`config.mk`:
```
export PLATFORM = sky130hd
export DESIGN_NAME = branch_eval
export DESIGN_NICKNAME = d
export VERILOG_FILES = /design/src/logic/exec_pkg.sv /design/src/logic/branch_eval.sv
export SDC_FILE = /design/constraint.sdc
export NUM_CORES = 1
export LEC_CHECK = 0
export BUFFER_PORTS_ARGS = -buffer_cell sky130_fd_sc_hd__buf_2
export CORE_AREA = 2 2 39 41
export DETAILED_ROUTE_END_ITERATION = 8
export DIE_AREA = 0 0 41 43
export GPL_TIMING_DRIVEN = 0
export PLACE_DENSITY = 0.38
export SLEW_MARGIN = 20
export SYNTH_ARGS = -nofsm -noshare
export SYNTH_HDL_FRONTEND = slang
export SYNTH_SLANG_ARGS = --single-unit
```
`constraint.sdc`:
```
create_clock -name vclk -period 0.8
set_input_delay 0.04 -clock vclk [all_inputs]
set_output_delay 0.04 -clock vclk [all_outputs]
set_load 0.01 [all_outputs]
```
`src/logic/exec_pkg.sv`:
```
`default_nettype none

package exec_pkg;

	// alu operations, in decoder order.
	typedef enum logic [4:0] {
		ADD,
		ADDC,
		SUB,
		SUBC,
		LSL,
		LSR,
		ASR,
		AND,
		OR,
		XOR,
		BIC,
		BST,
		COPYA,
		COPYB,
		CMP,
		MOVHI,
		GCR,
		SWI,
		RFE
	} alu_opc_t;

	typedef enum logic [3:0] {
		NE   = 4'h1,
		EQ   = 4'h2,
		GT   = 4'h3,
		LT   = 4'h4,
		GTS  = 4'h5,
		LTS  = 4'h6,
		B    = 4'h7,
		GTE  = 4'h8,
		GTES = 4'h9,
		LTE  = 4'ha,
		LTES = 4'hb
	} branch_cc_t;

	typedef enum logic [1:0] {
		ARITH  = 2'd0,
		BRANCH = 2'd1,
		MEM    = 2'd2
	} instr_class_t;

	// indices 4 to 7 are unimplemented and read as zero.
	typedef enum logic [2:0] {
		CR_VBASE     = 3'd0,
		CR_PSR       = 3'd1,
		CR_SAVED_PSR = 3'd2,
		CR_FAULT     = 3'd3
	} cr_idx_t;

	//////////////////////////////
	// status word layout.
	localparam int PSR_W    = 6;
	localparam int PSR_Z    = 0;
	localparam int PSR_C    = 1;
	localparam int PSR_O    = 2;
	localparam int PSR_N    = 3;
	localparam int PSR_IRQ  = 4;
	localparam int PSR_USER = 5;

	localparam int SWI_OFFSET = 8; // handler offset from the vector base.

endpackage

`default_nettype wire

```
`src/logic/branch_eval.sv`:
```
`default_nettype none

module branch_eval import exec_pkg::*; (
	input  branch_cc_t i_cc,
	input  logic       i_c,
	input  logic       i_z,
	input  logic       i_n,
	input  logic       i_o,
	output logic       o_met
);

logic sign_ok; // signed greater-or-equal, n matches o.

assign sign_ok = (i_n == i_o);

always_comb begin
	case (i_cc)
	NE:   o_met = !i_z;
	EQ:   o_met = i_z;
	GT:   o_met = i_c && !i_z; // unsigned.
	LT:   o_met = !i_c;
	GTS:  o_met = !i_z && sign_ok;
	LTS:  o_met = !sign_ok;
	B:    o_met = 1'b1;
	GTE:  o_met = i_c;
	GTES: o_met = sign_ok;
	LTE:  o_met = !i_c || i_z;
	LTES: o_met = !sign_ok || i_z;
	default: o_met = 1'b0;
	endcase
end

endmodule

`default_nettype wire

```
==> metrics.txt <==
run status finished with violations; violations in the final reports negative setup slack; total setup violations reported at the end of the flow 1; height of the die ~43 um; average footprint of a synthesized cell roughly 7.8 um2; max-slew violation count 0; Detailed Route Iter0 Violations 13; transition time of the tightest slew-check pin approximately 0.24 ns; portion of the post-synthesis area used by sequential elements 0; CP Data Required Time roughly 0.76 ns; Max-slew headroom 0.8398; XOR/XNOR Fraction of Synth Area 0.1129; number of antenna repair diodes 0; met2 capacity usage during global routing 0.08438; M1 GR Usage 0.08228; Routed Antenna Nets 0; period utilisation layout 1.139; cell type with the highest aggregate area in the netlist sky130_fd_sc_hd__a2111oi_4; Most Used Layer, Global Route met2; DRC violations left 0; critical path data arrival time approximately 0.87 ns; pwr/cell area 509.4 nW/um2; setup slack at placement -0.2032 ns; start-to-end type of the worst setup path in2out; post-synthesis simple-gate area fraction 0.4274; GR met3 Demand/Resource 0; crit end category output port; total area of multi-input combinational cells 157.7 um2; global route overflow 0; Starting Density 0.1121; number of vias per cell after detailed routing just under 4; leakage power summed over all cells slightly above 0.0001 uW; fmax approximately 1100 MHz; minimum setup slack in the final design -0.1115 ns; fraction of the mapped netlist area in compound gates 0.3871; Layout Area Growth over Synthesis 63.71%; number of global-route vias before repair 162; number of top-level pins 9; largest fanout of any net on the critical path 4; Mapped Nets 28; share of synthesized cell area in full adder, half adder and majority cells 0; unique cell type count in the Yosys netlist 15; standard-cell row count 14; Clock buffer cells 0; finished layout cell area roughly 250 um2; dpl hpwl 312.3 um; multiplexer area fraction after synthesis 0; max-cap violation count 0; Final Net Count 40; router iterations before antenna repair 3; global-route wire length before repair between 700 and 800 um; full die area 1763 um2; count of hold buffers inserted by post-cts repair 0; fill cell total of the finished layout 161; worst min path class in2out; width of the die 41 um; final hold vios 0; minimum period implied by the final worst setup slack 0.9115 ns; yosys warns 0; main combinational cell family by area after synthesis simple AND/OR/NAND/NOR gates; Worst Hold Slack between 0.5 and 0.6 ns; ranking of synthesized cells by instance count 2 x sky130_fd_sc_hd__a21oi_1, 2 x sky130_fd_sc_hd__nand2_1, 2 x sky130_fd_sc_hd__nand2b_1, 2 x sky130_fd_sc_hd__nand3b_1, 2 x sky130_fd_sc_hd__xnor2_1; PortBufs 8; critical path startpoint category input pin; overall global routing resource usage 0.05295; placed standard-cell area between 200 and 250 um2; placer congestion estimate between 0.5 and 0.6; share of final-layout standard cells stronger than drive strength 1 0.5000; Cell Area, Synth 155.1 um2; area share of the largest cell type after synthesis 0.1774; largest net degree at the start of global routing 8; FF+latch area 0 um2; mean routed wirelength per cell around 9.2 um; routed vias ~180; Total Routed Length 423 um; cells taking the most area after synthesis sky130_fd_sc_hd__a2111oi_4 18%, sky130_fd_sc_hd__xnor2_1 11%, sky130_fd_sc_hd__nand3b_1 9.7%; Max IR drop VDD about 110 uV; Total Negative Setup Slacks -0.1115 ns; unrepaired setup endpoints after global routing yes; post-synthesis instance total 20; core area 1384 um2; number of sequential cells in the layout 0; antenna violations before repair 0
==> where the power goes <==
part	switching (uW)	total (uW)	internal, uW	leakage [uW]
Combinational	61.7	129	67.7	0.000102
Sequential	0	0	0	0
Clock	0	0	0	0
Total	61.7	129	67.7	0.000102
==> kinds of logic after synthesis <==
| kind of cell | after synthesis |
|---|---|
| buffers and inverters | 2 |
| XOR/XNOR | 2 |
| AO/OA/AOI/OAI | 6 |
| AND/OR/NAND/NOR | 10 |
==> cells in the final DEF, fill, tap and decap left out, types with 2 or more instances in the layout <==
master and instances:
sky130_fd_sc_hd__nand3b_1 2, sky130_fd_sc_hd__buf_4 3, sky130_fd_sc_hd__a21oi_1 2, sky130_fd_sc_hd__nand2_1 2, sky130_fd_sc_hd__buf_2 7, sky130_fd_sc_hd__nand2b_1 2
==> per-stage QoR <==
step | power, uW | std cells | utilization
after detailed placement | 109.2 | 44 | 0.1555
after CTS | 129.4 | 46 | 0.1835
after global routing | 140.1 | 46 | 0.1835
final | 129.4 | 46 | 0.1835
after global placement | 111.2 | 44 | 0.1555
after floorplan | 64.25 | 20 | -
==> cell type report <==
cell class                 instances  area share
buffer                             1     0.02956
inverter                           1     0.01478
multi-input combinational         18      0.6207
tap                               16     0.07882
timing repair buffer              10      0.2562
==> per-layer routing <==
layer / vias up / part of all wire
li1: 95 / -
met1: 81 / 0.41
met2: 7 / 0.48
met3: 0 / 0.11
met4: 0 / 0
met5: - / 0
==> final timing paths <==
| kind | depth (start not counted) | endpoint | slack [ns] | from |
|---|---|---|---|---|
| worst max-delay path | 6 | o_met | -0.11 | i_cc[2] |
| worst min-delay path | 4 | o_met | 0.50 | i_cc[3] |
==> worst max-delay path: stages <==
cell and delay, ns:
sky130_fd_sc_hd__buf_8 0.10, sky130_fd_sc_hd__buf_4 0.14, sky130_fd_sc_hd__nor4b_2 0.28, sky130_fd_sc_hd__a22oi_1 0.10
sky130_fd_sc_hd__nand3_1 0.09, sky130_fd_sc_hd__buf_2 0.12
==> what timing repair did <==
item	CTS	global route
setup endpoints to repair	1	1
pin swaps	3	1
buffers inserted	2	0
gates resized for setup	5	0
Note: power is estimated with default switching activity, not from simulation.
