==> src/logic/exec_pkg.sv <==
`default_nettype none

package exec_pkg;

	// alu operations, in decoder order.
	typedef enum logic [4:0] {
		ADD,
		ADDC,
		SUB,
		SUBC,
		LSL,
		LSR,
		ASR,
		AND,
		OR,
		XOR,
		BIC,
		BST,
		COPYA,
		COPYB,
		CMP,
		MOVHI,
		GCR,
		SWI,
		RFE
	} alu_opc_t;

	typedef enum logic [3:0] {
		NE   = 4'h1,
		EQ   = 4'h2,
		GT   = 4'h3,
		LT   = 4'h4,
		GTS  = 4'h5,
		LTS  = 4'h6,
		B    = 4'h7,
		GTE  = 4'h8,
		GTES = 4'h9,
		LTE  = 4'ha,
		LTES = 4'hb
	} branch_cc_t;

	typedef enum logic [1:0] {
		ARITH  = 2'd0,
		BRANCH = 2'd1,
		MEM    = 2'd2
	} instr_class_t;

	// indices 4 to 7 are unimplemented and read as zero.
	typedef enum logic [2:0] {
		CR_VBASE     = 3'd0,
		CR_PSR       = 3'd1,
		CR_SAVED_PSR = 3'd2,
		CR_FAULT     = 3'd3
	} cr_idx_t;

	//////////////////////////////
	// status word layout.
	localparam int PSR_W    = 6;
	localparam int PSR_Z    = 0;
	localparam int PSR_C    = 1;
	localparam int PSR_O    = 2;
	localparam int PSR_N    = 3;
	localparam int PSR_IRQ  = 4;
	localparam int PSR_USER = 5;

	localparam int SWI_OFFSET = 8; // handler offset from the vector base.

endpackage

`default_nettype wire

==> src/logic/control_regs.sv <==
`default_nettype none

module control_regs import exec_pkg::*; (
	input  logic        clk,
	input  logic        rst,
	input  logic        i_valid,
	input  logic        i_update_flags,
	input  logic        i_update_carry,
	input  logic        i_alu_c,
	input  logic        i_alu_z,
	input  logic        i_alu_n,
	input  logic        i_alu_o,
	input  logic        i_write_cr,
	input  cr_idx_t     i_cr_sel,
	input  logic [31:0] i_cr_wr_val,
	input  logic        i_swi,
	input  logic        i_rfe,
	input  logic        i_exc_start,
	input  logic [31:0] i_exc_pc,
	input  cr_idx_t     i_dbg_sel,
	input  logic [31:0] i_dbg_wr_val,
	input  logic        i_dbg_wr_en,
	output logic [31:0] o_dbg_val,
	output logic [31:0] o_cr_val,
	output logic [31:0] o_vector_base,
	output logic [31:0] o_fault_addr,
	output logic        o_c,
	output logic        o_z,
	output logic        o_n,
	output logic        o_o,
	output logic        o_irqs_enabled,
	output logic        o_user_mode
);

logic [25:0]      vbase_q; // vector base above the 64-byte alignment.
logic [PSR_W-1:0] psr_q;
logic [PSR_W-1:0] saved_psr_q;
logic [31:0]      fault_q;
logic             exc_save;
logic             dbg_psr;

assign exc_save = i_valid && (i_swi || i_exc_start);
assign dbg_psr = i_dbg_wr_en && i_dbg_sel == CR_PSR;

function automatic logic [31:0] cr_read(input cr_idx_t sel);
	case (sel)
	CR_VBASE:     cr_read = {vbase_q, 6'b0};
	CR_PSR:       cr_read = 32'(psr_q);
	CR_SAVED_PSR: cr_read = 32'(saved_psr_q);
	CR_FAULT:     cr_read = fault_q;
	default:      cr_read = 32'b0;
	endcase
endfunction

assign o_dbg_val = cr_read(i_dbg_sel);
assign o_cr_val = cr_read(i_cr_sel);
assign o_vector_base = {vbase_q, 6'b0};
assign o_fault_addr = fault_q;

//////////////////////////////
// debug writes first, then exception save, rfe, write_cr, flags.
always_ff @(posedge clk) begin
	if (rst)
		vbase_q <= 26'b0;
	else if (i_dbg_wr_en && i_dbg_sel == CR_VBASE)
		vbase_q <= i_dbg_wr_val[31:6];
	else if (i_valid && i_write_cr && i_cr_sel == CR_VBASE)
		vbase_q <= i_cr_wr_val[31:6];
end

always_ff @(posedge clk) begin
	if (rst) begin
		psr_q <= '0;
	end else if (dbg_psr) begin
		psr_q <= i_dbg_wr_val[PSR_W-1:0];
	end else if (exc_save) begin
		psr_q[PSR_IRQ] <= 1'b0; // handler starts privileged, irqs off.
		psr_q[PSR_USER] <= 1'b0;
	end else if (i_valid && i_rfe) begin
		psr_q <= saved_psr_q;
	end else if (i_valid && i_write_cr && i_cr_sel == CR_PSR) begin
		psr_q <= i_cr_wr_val[PSR_W-1:0];
	end else if (i_valid) begin
		if (i_update_flags) begin
			psr_q[PSR_Z] <= i_alu_z;
			psr_q[PSR_N] <= i_alu_n;
			psr_q[PSR_O] <= i_alu_o;
		end
		if (i_update_carry)
			psr_q[PSR_C] <= i_alu_c;
	end
end

always_ff @(posedge clk) begin
	if (rst)
		saved_psr_q <= '0;
	else if (i_dbg_wr_en && i_dbg_sel == CR_SAVED_PSR)
		saved_psr_q <= i_dbg_wr_val[PSR_W-1:0];
	else if (exc_save)
		saved_psr_q <= psr_q;
	else if (i_valid && i_write_cr && i_cr_sel == CR_SAVED_PSR)
		saved_psr_q <= i_cr_wr_val[PSR_W-1:0];
end

always_ff @(posedge clk) begin
	if (rst)
		fault_q <= 32'b0;
	else if (i_dbg_wr_en && i_dbg_sel == CR_FAULT)
		fault_q <= i_dbg_wr_val;
	else if (exc_save)
		fault_q <= i_exc_pc;
	else if (i_valid && i_write_cr && i_cr_sel == CR_FAULT)
		fault_q <= i_cr_wr_val;
end

assign o_c = psr_q[PSR_C];
assign o_z = psr_q[PSR_Z];
assign o_n = psr_q[PSR_N];
assign o_o = psr_q[PSR_O];
assign o_irqs_enabled = psr_q[PSR_IRQ];
assign o_user_mode = psr_q[PSR_USER];

// decode guarantees a single instruction is never both swi and rfe.
a_swi_rfe_excl: assert property (@(posedge clk) disable iff (rst) !(i_swi && i_rfe));

endmodule

`default_nettype wire

==> config.mk <==
export PLATFORM = sky130hd
export DESIGN_NAME = control_regs
export DESIGN_NICKNAME = d
export VERILOG_FILES = /design/src/logic/exec_pkg.sv /design/src/logic/control_regs.sv
export SDC_FILE = /design/constraint.sdc
export NUM_CORES = 1
export LEC_CHECK = 0
export ABC_AREA = 1
export BUFFER_PORTS_ARGS = -buffer_cell sky130_fd_sc_hd__buf_4
export CAP_MARGIN = 40
export CORE_ASPECT_RATIO = 1.4
export CORE_MARGIN = 2
export CORE_UTILIZATION = 49
export CTS_BUF_LIST = sky130_fd_sc_hd__clkbuf_4 sky130_fd_sc_hd__clkbuf_8 sky130_fd_sc_hd__clkbuf_16
export CTS_CLUSTER_SIZE = 28
export DETAILED_ROUTE_END_ITERATION = 7
export GPL_TIMING_DRIVEN = 0
export PLACE_DENSITY = 0.92
export RECOVER_POWER = 100
export SLEW_MARGIN = 15
export SYNTH_ARGS = -nofsm -noshare
export SYNTH_HDL_FRONTEND = slang
export SYNTH_SLANG_ARGS = --single-unit
==> constraint.sdc <==
create_clock -name clk -period 5 [get_ports clk]
set_input_delay 1.5 -clock clk [delete_from_list [all_inputs] [get_ports clk]]
set_output_delay 1.5 -clock clk [all_outputs]
set_load 0.03 [all_outputs]
==> metrics.md, run 1 <==
| Metric | Value |
|---|---|
| CP Launch Type | primary input |
| Cell chain of the critical path | buf_4 -> nor2_4 -> nand2_1 -> clkbuf_1 -> o22ai_1 -> clkbuf_1 |
| Netlist cell types | 30 |
| Core Area | just over 9000 um^2 |
| RSZ-0062 raised after global routing | false |
| IO Port Bufs | roughly 240 |
| Worst EP required | ~3500 ps |
| Worst Max-Slew Pin Slew | 981.5 ps |
| Routing usage on met3 | 7.290% |
| Critical R2R Launch | saved_psr_q[0]$_SDFFE_PP0P_ |
| PwrDens | around 290 nW/um^2 |
| DP Worst Slack | 356.2 ps |
| Clock buffer depth | 2 |
| Worst-path clk slew | approximately 60 ps |
| Fin nets | about 1100 |
| Top FF cell, synth | dfxtp_1 |
| CP Class | primary input to primary output |
| CTS tree | built |
| Final critical-path required period | roughly 4800 ps |
| Met1 usage | around 42% |
| Synth top area share | between 20% and 30% |
| Hold_ws | approximately 480 ps |
| Gr ovfl total | 0 |
| Final Hold Viols | 0 |
| Final TNS setup | 0 ps |
| Async SR Flop Fraction | 0% |
| First-pass GRT wire length | 30170 um |
| Critical path capture point type | primary output |
| Crit Path Max Fanout | 10 |
| Synth area leader | dfxtp_1 |
| Top Usage Layer GRT | met2 |
| Worst hold path class | flop to flop |
| Initial core utilization | ~50% |
| Layout area overhead | 38.01% |
| Final ANT Viol Nets | 0 |
| Routed WL per cell | 18.23 um |
| # placed instances | about 1100 |
| Vias per inst | 5.774 |
| Die height | ~120 um |
| Commonest cells in the netlist | inv_1 (122), nand2_1 (116), o21ai_0 (109), dfxtp_1 (70), a21oi_1 (59) |
| Max-slew headroom | between 30% and 40% |
| GRT Resource Usage Total | around 38% |
| Cell count of the worst reg-to-reg path | 6 |
| Syn Area/Cell | ~6.2 um^2 |
| CTS root buf | clkbuf_16 |
| Clock skew | 6.664 ps |
| Dpl hpwl | 15620 um |
| Vias after detailed routing | approximately 6500 |
| CTS Sinks | 70 |
| Met2 Usage GRT | about two thirds |
| Syn Inst Count | about 750 |
| Count of state elements after synthesis | 70 |
| Clk_lat worst skew | 340 ps |
| Yosys warnings | 0 |
| Crit path launch | i_cr_sel[1] |
| Post-synthesis sequential area ratio | about 30% |
| Routed wire length | between 20000 and 25000 um |
| Number of cells upsized or downsized after cts | 0 |
| Die X | around 87 um |
| IO Count | 250 |
| # hold bufs at CTS | 0 |
| Largest net degree at the start of global routing | 12 |
| DR pass1 iterations | 5 |
| Number of synthesized flops with an enable pin | 0 |
| Slowest CP cell | clkbuf_1 |
| Maximum VDD drop | between 0.2 and 0.25 mV |
| Setup Viol. Count Final | 0 |
| Critical path capture point | o_cr_val[18] |
| Num CTS Buffers | 9 |
| Number of setup buffers added after CTS | 0 |
| Initial antenna violation count | 0 |
| Non-filler cells, final | approximately 1100 |
| Most instantiated library cell after synthesis | inv_1 |
| Max-cap viol count | 0 |
| Fmax | 0.2093 GHz |
| Max incr delay on CP | around 420 ps |
| Layout cells sized above 1 | between 10% and 20% |
| Hold path depth | 2 |
| Critical path arrival | approximately 3300 ps |
| Die area | just over 10000 um^2 |
| Top post-synthesis cells by area | dfxtp_1 (30%), o21ai_0 (12%), inv_1 (9.8%) |
| DRC viols | 0 |
| Initial DRC count | approximately 530 |
| Mapped Area | 4674 um^2 |
| Ant diodes | 0 |
| GP Congestion | between 1 and 1.5 |
| RR Endpoint | psr_q[0]$_SDFFE_PP0P_ |
| Count of pins over their slew limit | 0 |
| CP most frequent cell | clkbuf_1 |
| R2r setup slk | 3870 ps |
| Leak | about 2.7 nW |
| Cell Rows | 42 |
| Final worst slack | ~220 ps |
| H-tree depth | 3 |
| Status | completed |
| Vias in the first global route | slightly below 6000 |
| Period utilization | a little over nine tenths |
-- routing by layer --
| layer | vias to the layer above | wire (um) |
|---|---|---|
| met1 | 2951 | 7267 |
| met4 | 0 | 1013 |
| met2 | 432 | 10230 |
| met5 | - | 0 |
| li1 | 3004 | - |
| met3 | 80 | 1907 |
-- state kept, by name, summed over array words and instances, names as in the netlist --
name / flops
o_fault_addr: 32
psr_q: 6
saved_psr_q: 6
vbase_q: 26
-- stage by stage --
step	instance area (um^2)	utilization (%)	total power, mW
finish	6451	68.97	1.852
global route	6451	68.97	1.911
CTS	6979	74.61	1.888
detailed placement	6640	70.99	1.172
global placement	6640	70.99	1.165
floorplan	4693	-	0.9426
-- critical path, delay by kind of cell --
kind / cells / cell delay [ps]
AOI/OAI and AO/OA: 1 / 320
buffers and inverters: 3 / 890
and+or+nand+nor: 2 / 560
-- layout by cell type (no fill, tap or decap), drive strengths merged --
master and count:
a21oi 59, or2 20, nor2 46, o211ai 24, nand4 5, nor3 1, clkinv 1, inv 127
nand2 118, o22ai 52, o21ai 129, o221ai 10, nand3 26, conb 6, o21a 1, dfxtp 70
bufinv 2, mux2 1, clkbuf 182, a211oi 1, buf 129
-- layout make-up --
| class | instances | area (um^2) |
|---|---|---|
| clock inverters | 3 | 65.06 |
| well taps | 110 | 137.6 |
| plain buffers | 57 | 250.2 |
| fillers | 927 | 2903 |
| inverters | 127 | 476.7 |
| flip-flops and latches | 70 | 1401 |
| multi-input cells | 499 | 2510 |
| repair buffers | 241 | 1336 |
| clock buffers | 13 | 274.0 |
-- where the power goes --
group          switching, mW  internal (mW)  leakage, nW
logic                  0.328          0.158         1.99
clock network          0.246          0.483        0.169
registers             0.0374          0.600        0.576
-- how the worst min path moves through the flow --
stage	start	to	slack [ps]
6_report	psr_q[0]$_SDFFE_PP0P_	psr_q[0]$_SDFFE_PP0P_	480
5_1_grt	vbase_q[2]$_SDFFE_PP0P_	vbase_q[2]$_SDFFE_PP0P_	500
4_1_cts	vbase_q[11]$_SDFFE_PP0P_	vbase_q[11]$_SDFFE_PP0P_	480
3_5_place_dp	vbase_q[11]$_SDFFE_PP0P_	vbase_q[11]$_SDFFE_PP0P_	470
3_3_place_gp	vbase_q[17]$_SDFFE_PP0P_	vbase_q[17]$_SDFFE_PP0P_	470
2_1_floorplan	saved_psr_q[4]$_SDFFE_PP0P_	saved_psr_q[4]$_SDFFE_PP0P_	520
-- cell families (layout without fill, tap and decap cells) --
| group | count (synthesis) | after routing | synth area share (%) |
|---|---|---|---|
| AND/OR/NAND/NOR | 216 | 216 | 20.29 |
| buffers and inverters | 184 | 441 | 16.06 |
| other | 1 | 6 | 0.08022 |
| multiplexers | 1 | 1 | 0.2409 |
| AO/OA/AOI/OAI | 276 | 276 | 33.35 |
| flip-flops | 70 | 70 | 29.98 |
(Power assumes the default switching activity.)
==> inputs of run 2 (changes only) <==
--- a/config.mk
+++ b/config.mk
@@ -10,12 +10,12 @@
 export CAP_MARGIN = 40
 export CORE_ASPECT_RATIO = 1.4
 export CORE_MARGIN = 2
-export CORE_UTILIZATION = 49
+export CORE_UTILIZATION = 41
 export CTS_BUF_LIST = sky130_fd_sc_hd__clkbuf_4 sky130_fd_sc_hd__clkbuf_8 sky130_fd_sc_hd__clkbuf_16
 export CTS_CLUSTER_SIZE = 28
 export DETAILED_ROUTE_END_ITERATION = 7
 export GPL_TIMING_DRIVEN = 0
-export PLACE_DENSITY = 0.92
+export PLACE_DENSITY = 0.83
 export RECOVER_POWER = 100
 export SLEW_MARGIN = 15
 export SYNTH_ARGS = -nofsm -noshare
==> constraint.sdc (replaced) <==
create_clock -name clk -period 4.1 [get_ports clk]
set_input_delay 1.23 -clock clk [delete_from_list [all_inputs] [get_ports clk]]
set_output_delay 1.23 -clock clk [all_outputs]
set_load 0.03 [all_outputs]
==> run 2 against run 1 <==
Compared with the run above:
- worst hold slack got worse by 6.0 ps
- via count decreased by 4.1%
- cell area increased by 1.5%
- count of clock-buffer cells in the layout decreased by 3
- die area increased by 19%
- setup slack got worse by 160 ps
- global-route usage decreased by 5.2 points
- sequential power increased by 22%
- clock power increased by 18%
- clock skew decreased by 5.1 ps
- register-to-register slack got worse by 850 ps
- largest cell class unchanged
==> metrics.md, run 2 (synthesized netlist as in run 1, its figures left out) <==
| Metric | Value |
|---|---|
| Final worst slack | 63.97 ps (-157.9 ps) |
| Layout cells sized above 1 | 21.01% (+5.0 points) |
| Num CTS Buffers | 9 (unchanged) |
| Total power | 2.232 mW (+21%) |
| Clk_lat worst skew | 340 ps (about the same) |
| Status | completed |
| GP Congestion | 0.9754 (-3.3%) |
| Vias per inst | 5.382 (-6.8%) |
| Routed wire length | 20410 um (about the same) |
| Final ANT Viol Nets | 0 (unchanged) |
| Ant diodes | 0 (unchanged) |
| Gr ovfl total | 0 (unchanged) |
| Maximum VDD drop | 0.2778 mV (+25%) |
| CP Class | primary input to primary output |
| Worst EP required | 2870 ps (-630 ps) |
| Layout area overhead | 40.10% |
| Critical path arrival | 2810 ps (-470 ps) |
| Number of fillers in the final layout | 1245 (+34%) |
| Clock buffer depth | 2 (unchanged) |
| Count of pins over their slew limit | 0 (unchanged) |
| DRC viols | 0 (unchanged) |
| Number of setup buffers added after CTS | 0 (unchanged) |
| Largest net degree at the start of global routing | 13 (+1) |
| Largest register FFs | 32 (unchanged) |
| CP Launch Type | primary input |
| Routed WL per cell | 17.70 um (-2.9%) |
| Worst hold path endpoint | vbase_q[8]$_SDFFE_PP0P_ |
| Vias after detailed routing | 6205 (-4.1%) |
| Die area | 12280 um^2 (+19%) |
| Fmax | roughly 0.25 GHz |
| Worst Max-Slew Pin Slew | 781.2 ps (-200.3 ps) |
| DR pass1 iterations | 5 (unchanged) |
| Multi-input gate area | 2526 um^2 (+0.65%) |
| Critical path capture point type | primary output |
| Final TNS setup | 0 ps (unchanged) |
| Critical hold path startpoint | vbase_q[8]$_SDFFE_PP0P_ |
| Worst hold path class | flop to flop |
| Core Area | 11220 um^2 (+20%) |
| Max-cap viol count | 0 (unchanged) |
| IO Count | 250 (unchanged) |
| Period utilization | 98.44% |
| Most frequent cells in the layout | inv_1 (124), clkbuf_1 (120), buf_4 (119) |
| FF/Latch Area | 1401 um^2 (unchanged) |
| Final critical-path required period | around 4000 ps |
| Hold path depth | 2 (unchanged) |
| Initial antenna violation count | 0 (unchanged) |
| Cell count of the worst reg-to-reg path | 6 (unchanged) |
| Commonest non-fill, non-tap cell in the layout | inv_1 |
| Fin nets | 1121 (unchanged) |
| Leak | 2.883 nW (+5.3%) |
| IO Port Bufs | 241 (unchanged) |
| CTS Sinks | 70 (unchanged) |
| Vias in the first global route | 5753 (-3.4%) |
| Die X | 94.24 um (+8.9%) |
| RSZ-0062 raised after global routing | false |
| Setup Viol. Count Final | 0 (unchanged) |
| Crit Path Max Fanout | 10 (unchanged) |
| DP Worst Slack | -19.63 ps (-375.9 ps) |
| First-pass GRT wire length | 30460 um (+0.96%) |
| R2r setup slk | 3020 ps (-850 ps) |
| Dpl hpwl | 15840 um (+1.4%) |
| RR Endpoint | psr_q[0]$_SDFFE_PP0P_ |
| CTS tree | built |
| GRT Resource Usage Total | 32.53% (-5.2 points) |
| Final Hold Viols | 0 (unchanged) |
| Clock skew | 1.601 ps (-5.064 ps) |
| Worst-path clk slew | 60 ps (about the same) |
| PwrDens | 340.9 nW/um^2 (+19%) |
| Cell Rows | 46 (+9.5%) |
| Critical R2R Launch | saved_psr_q[0]$_SDFFE_PP0P_ |
| Max-slew headroom | 47.92% (+14 points) |
| CTS root buf | clkbuf_16 |
| H-tree depth | 3 (unchanged) |
| Die height | 130.3 um (+9.0%) |
| Initial DRC count | 375 (-29%) |
| Initial core utilization | 41.65% (-8.3 points) |
| Hold_ws | 478.9 ps (-6.044 ps) |
-- run 2: report_power, final --
part	switching (mW)	internal, mW	total (mW)
logic	0.396	0.196	0.592
registers	0.0458	0.731	0.777
clock network	0.317	0.547	0.863
total	0.758	1.47	2.23
-- run 2: how the worst max path moves through the flow --
stage	from	cells past startpoint	endpoint
after floorplan	i_cr_sel[0]	5	o_cr_val[10]
after global placement	i_cr_sel[0]	6	o_cr_val[18]
after detailed placement	i_cr_sel[0]	6	o_cr_val[18]
after CTS	i_cr_sel[0]	6	o_cr_val[23]
after global routing	i_cr_sel[1]	6	o_cr_val[18]
final	i_cr_sel[1]	6	o_cr_val[18]
-- run 2: area by class of cell --
cell class | count | area share [%]
sequential | 70 | 21.40
buffer | 57 | 3.859
clock inverter | 5 | 1.280
multi-input combinational | 499 | 38.57
timing repair buffer | 241 | 21.21
clock buffer | 10 | 3.649
inverter | 127 | 7.279
tap | 144 | 2.751
-- run 2: worst max-delay path, stage by stage --
cell and delay (ps):
clkbuf_2 120, nor2_4 200, nand2_1 330, clkbuf_2 370
o22ai_1 320, buf_4 220
-- run 2: metrics by stage --
step / cell area [um^2] / instances / util (%)
after floorplan: 4693 / 753 / -
after global placement: 6683 / 1138 / 59.54
after detailed placement: 6683 / 1138 / 59.54
after CTS: 7007 / 1153 / 62.43
after global routing: 6549 / 1153 / 58.35
final: 6549 / 1153 / 58.35
-- run 2: routing by layer --
layer	share of wire [%]	wire (um)	track usage (%)
met1	37	7622	37.54
met5	0	0	0
met4	5.4	1107	17.90
met3	7.6	1547	4.619
met2	50	10130	57.44
-- run 2: timing repair --
| item | in CTS | in global routing |
|---|---|---|
| resized for setup | 1 | 4 |
| cloned | 0 | 0 |
| hold buffers | 0 | 0 |
| setup endpoints to repair | 1 | 11 |
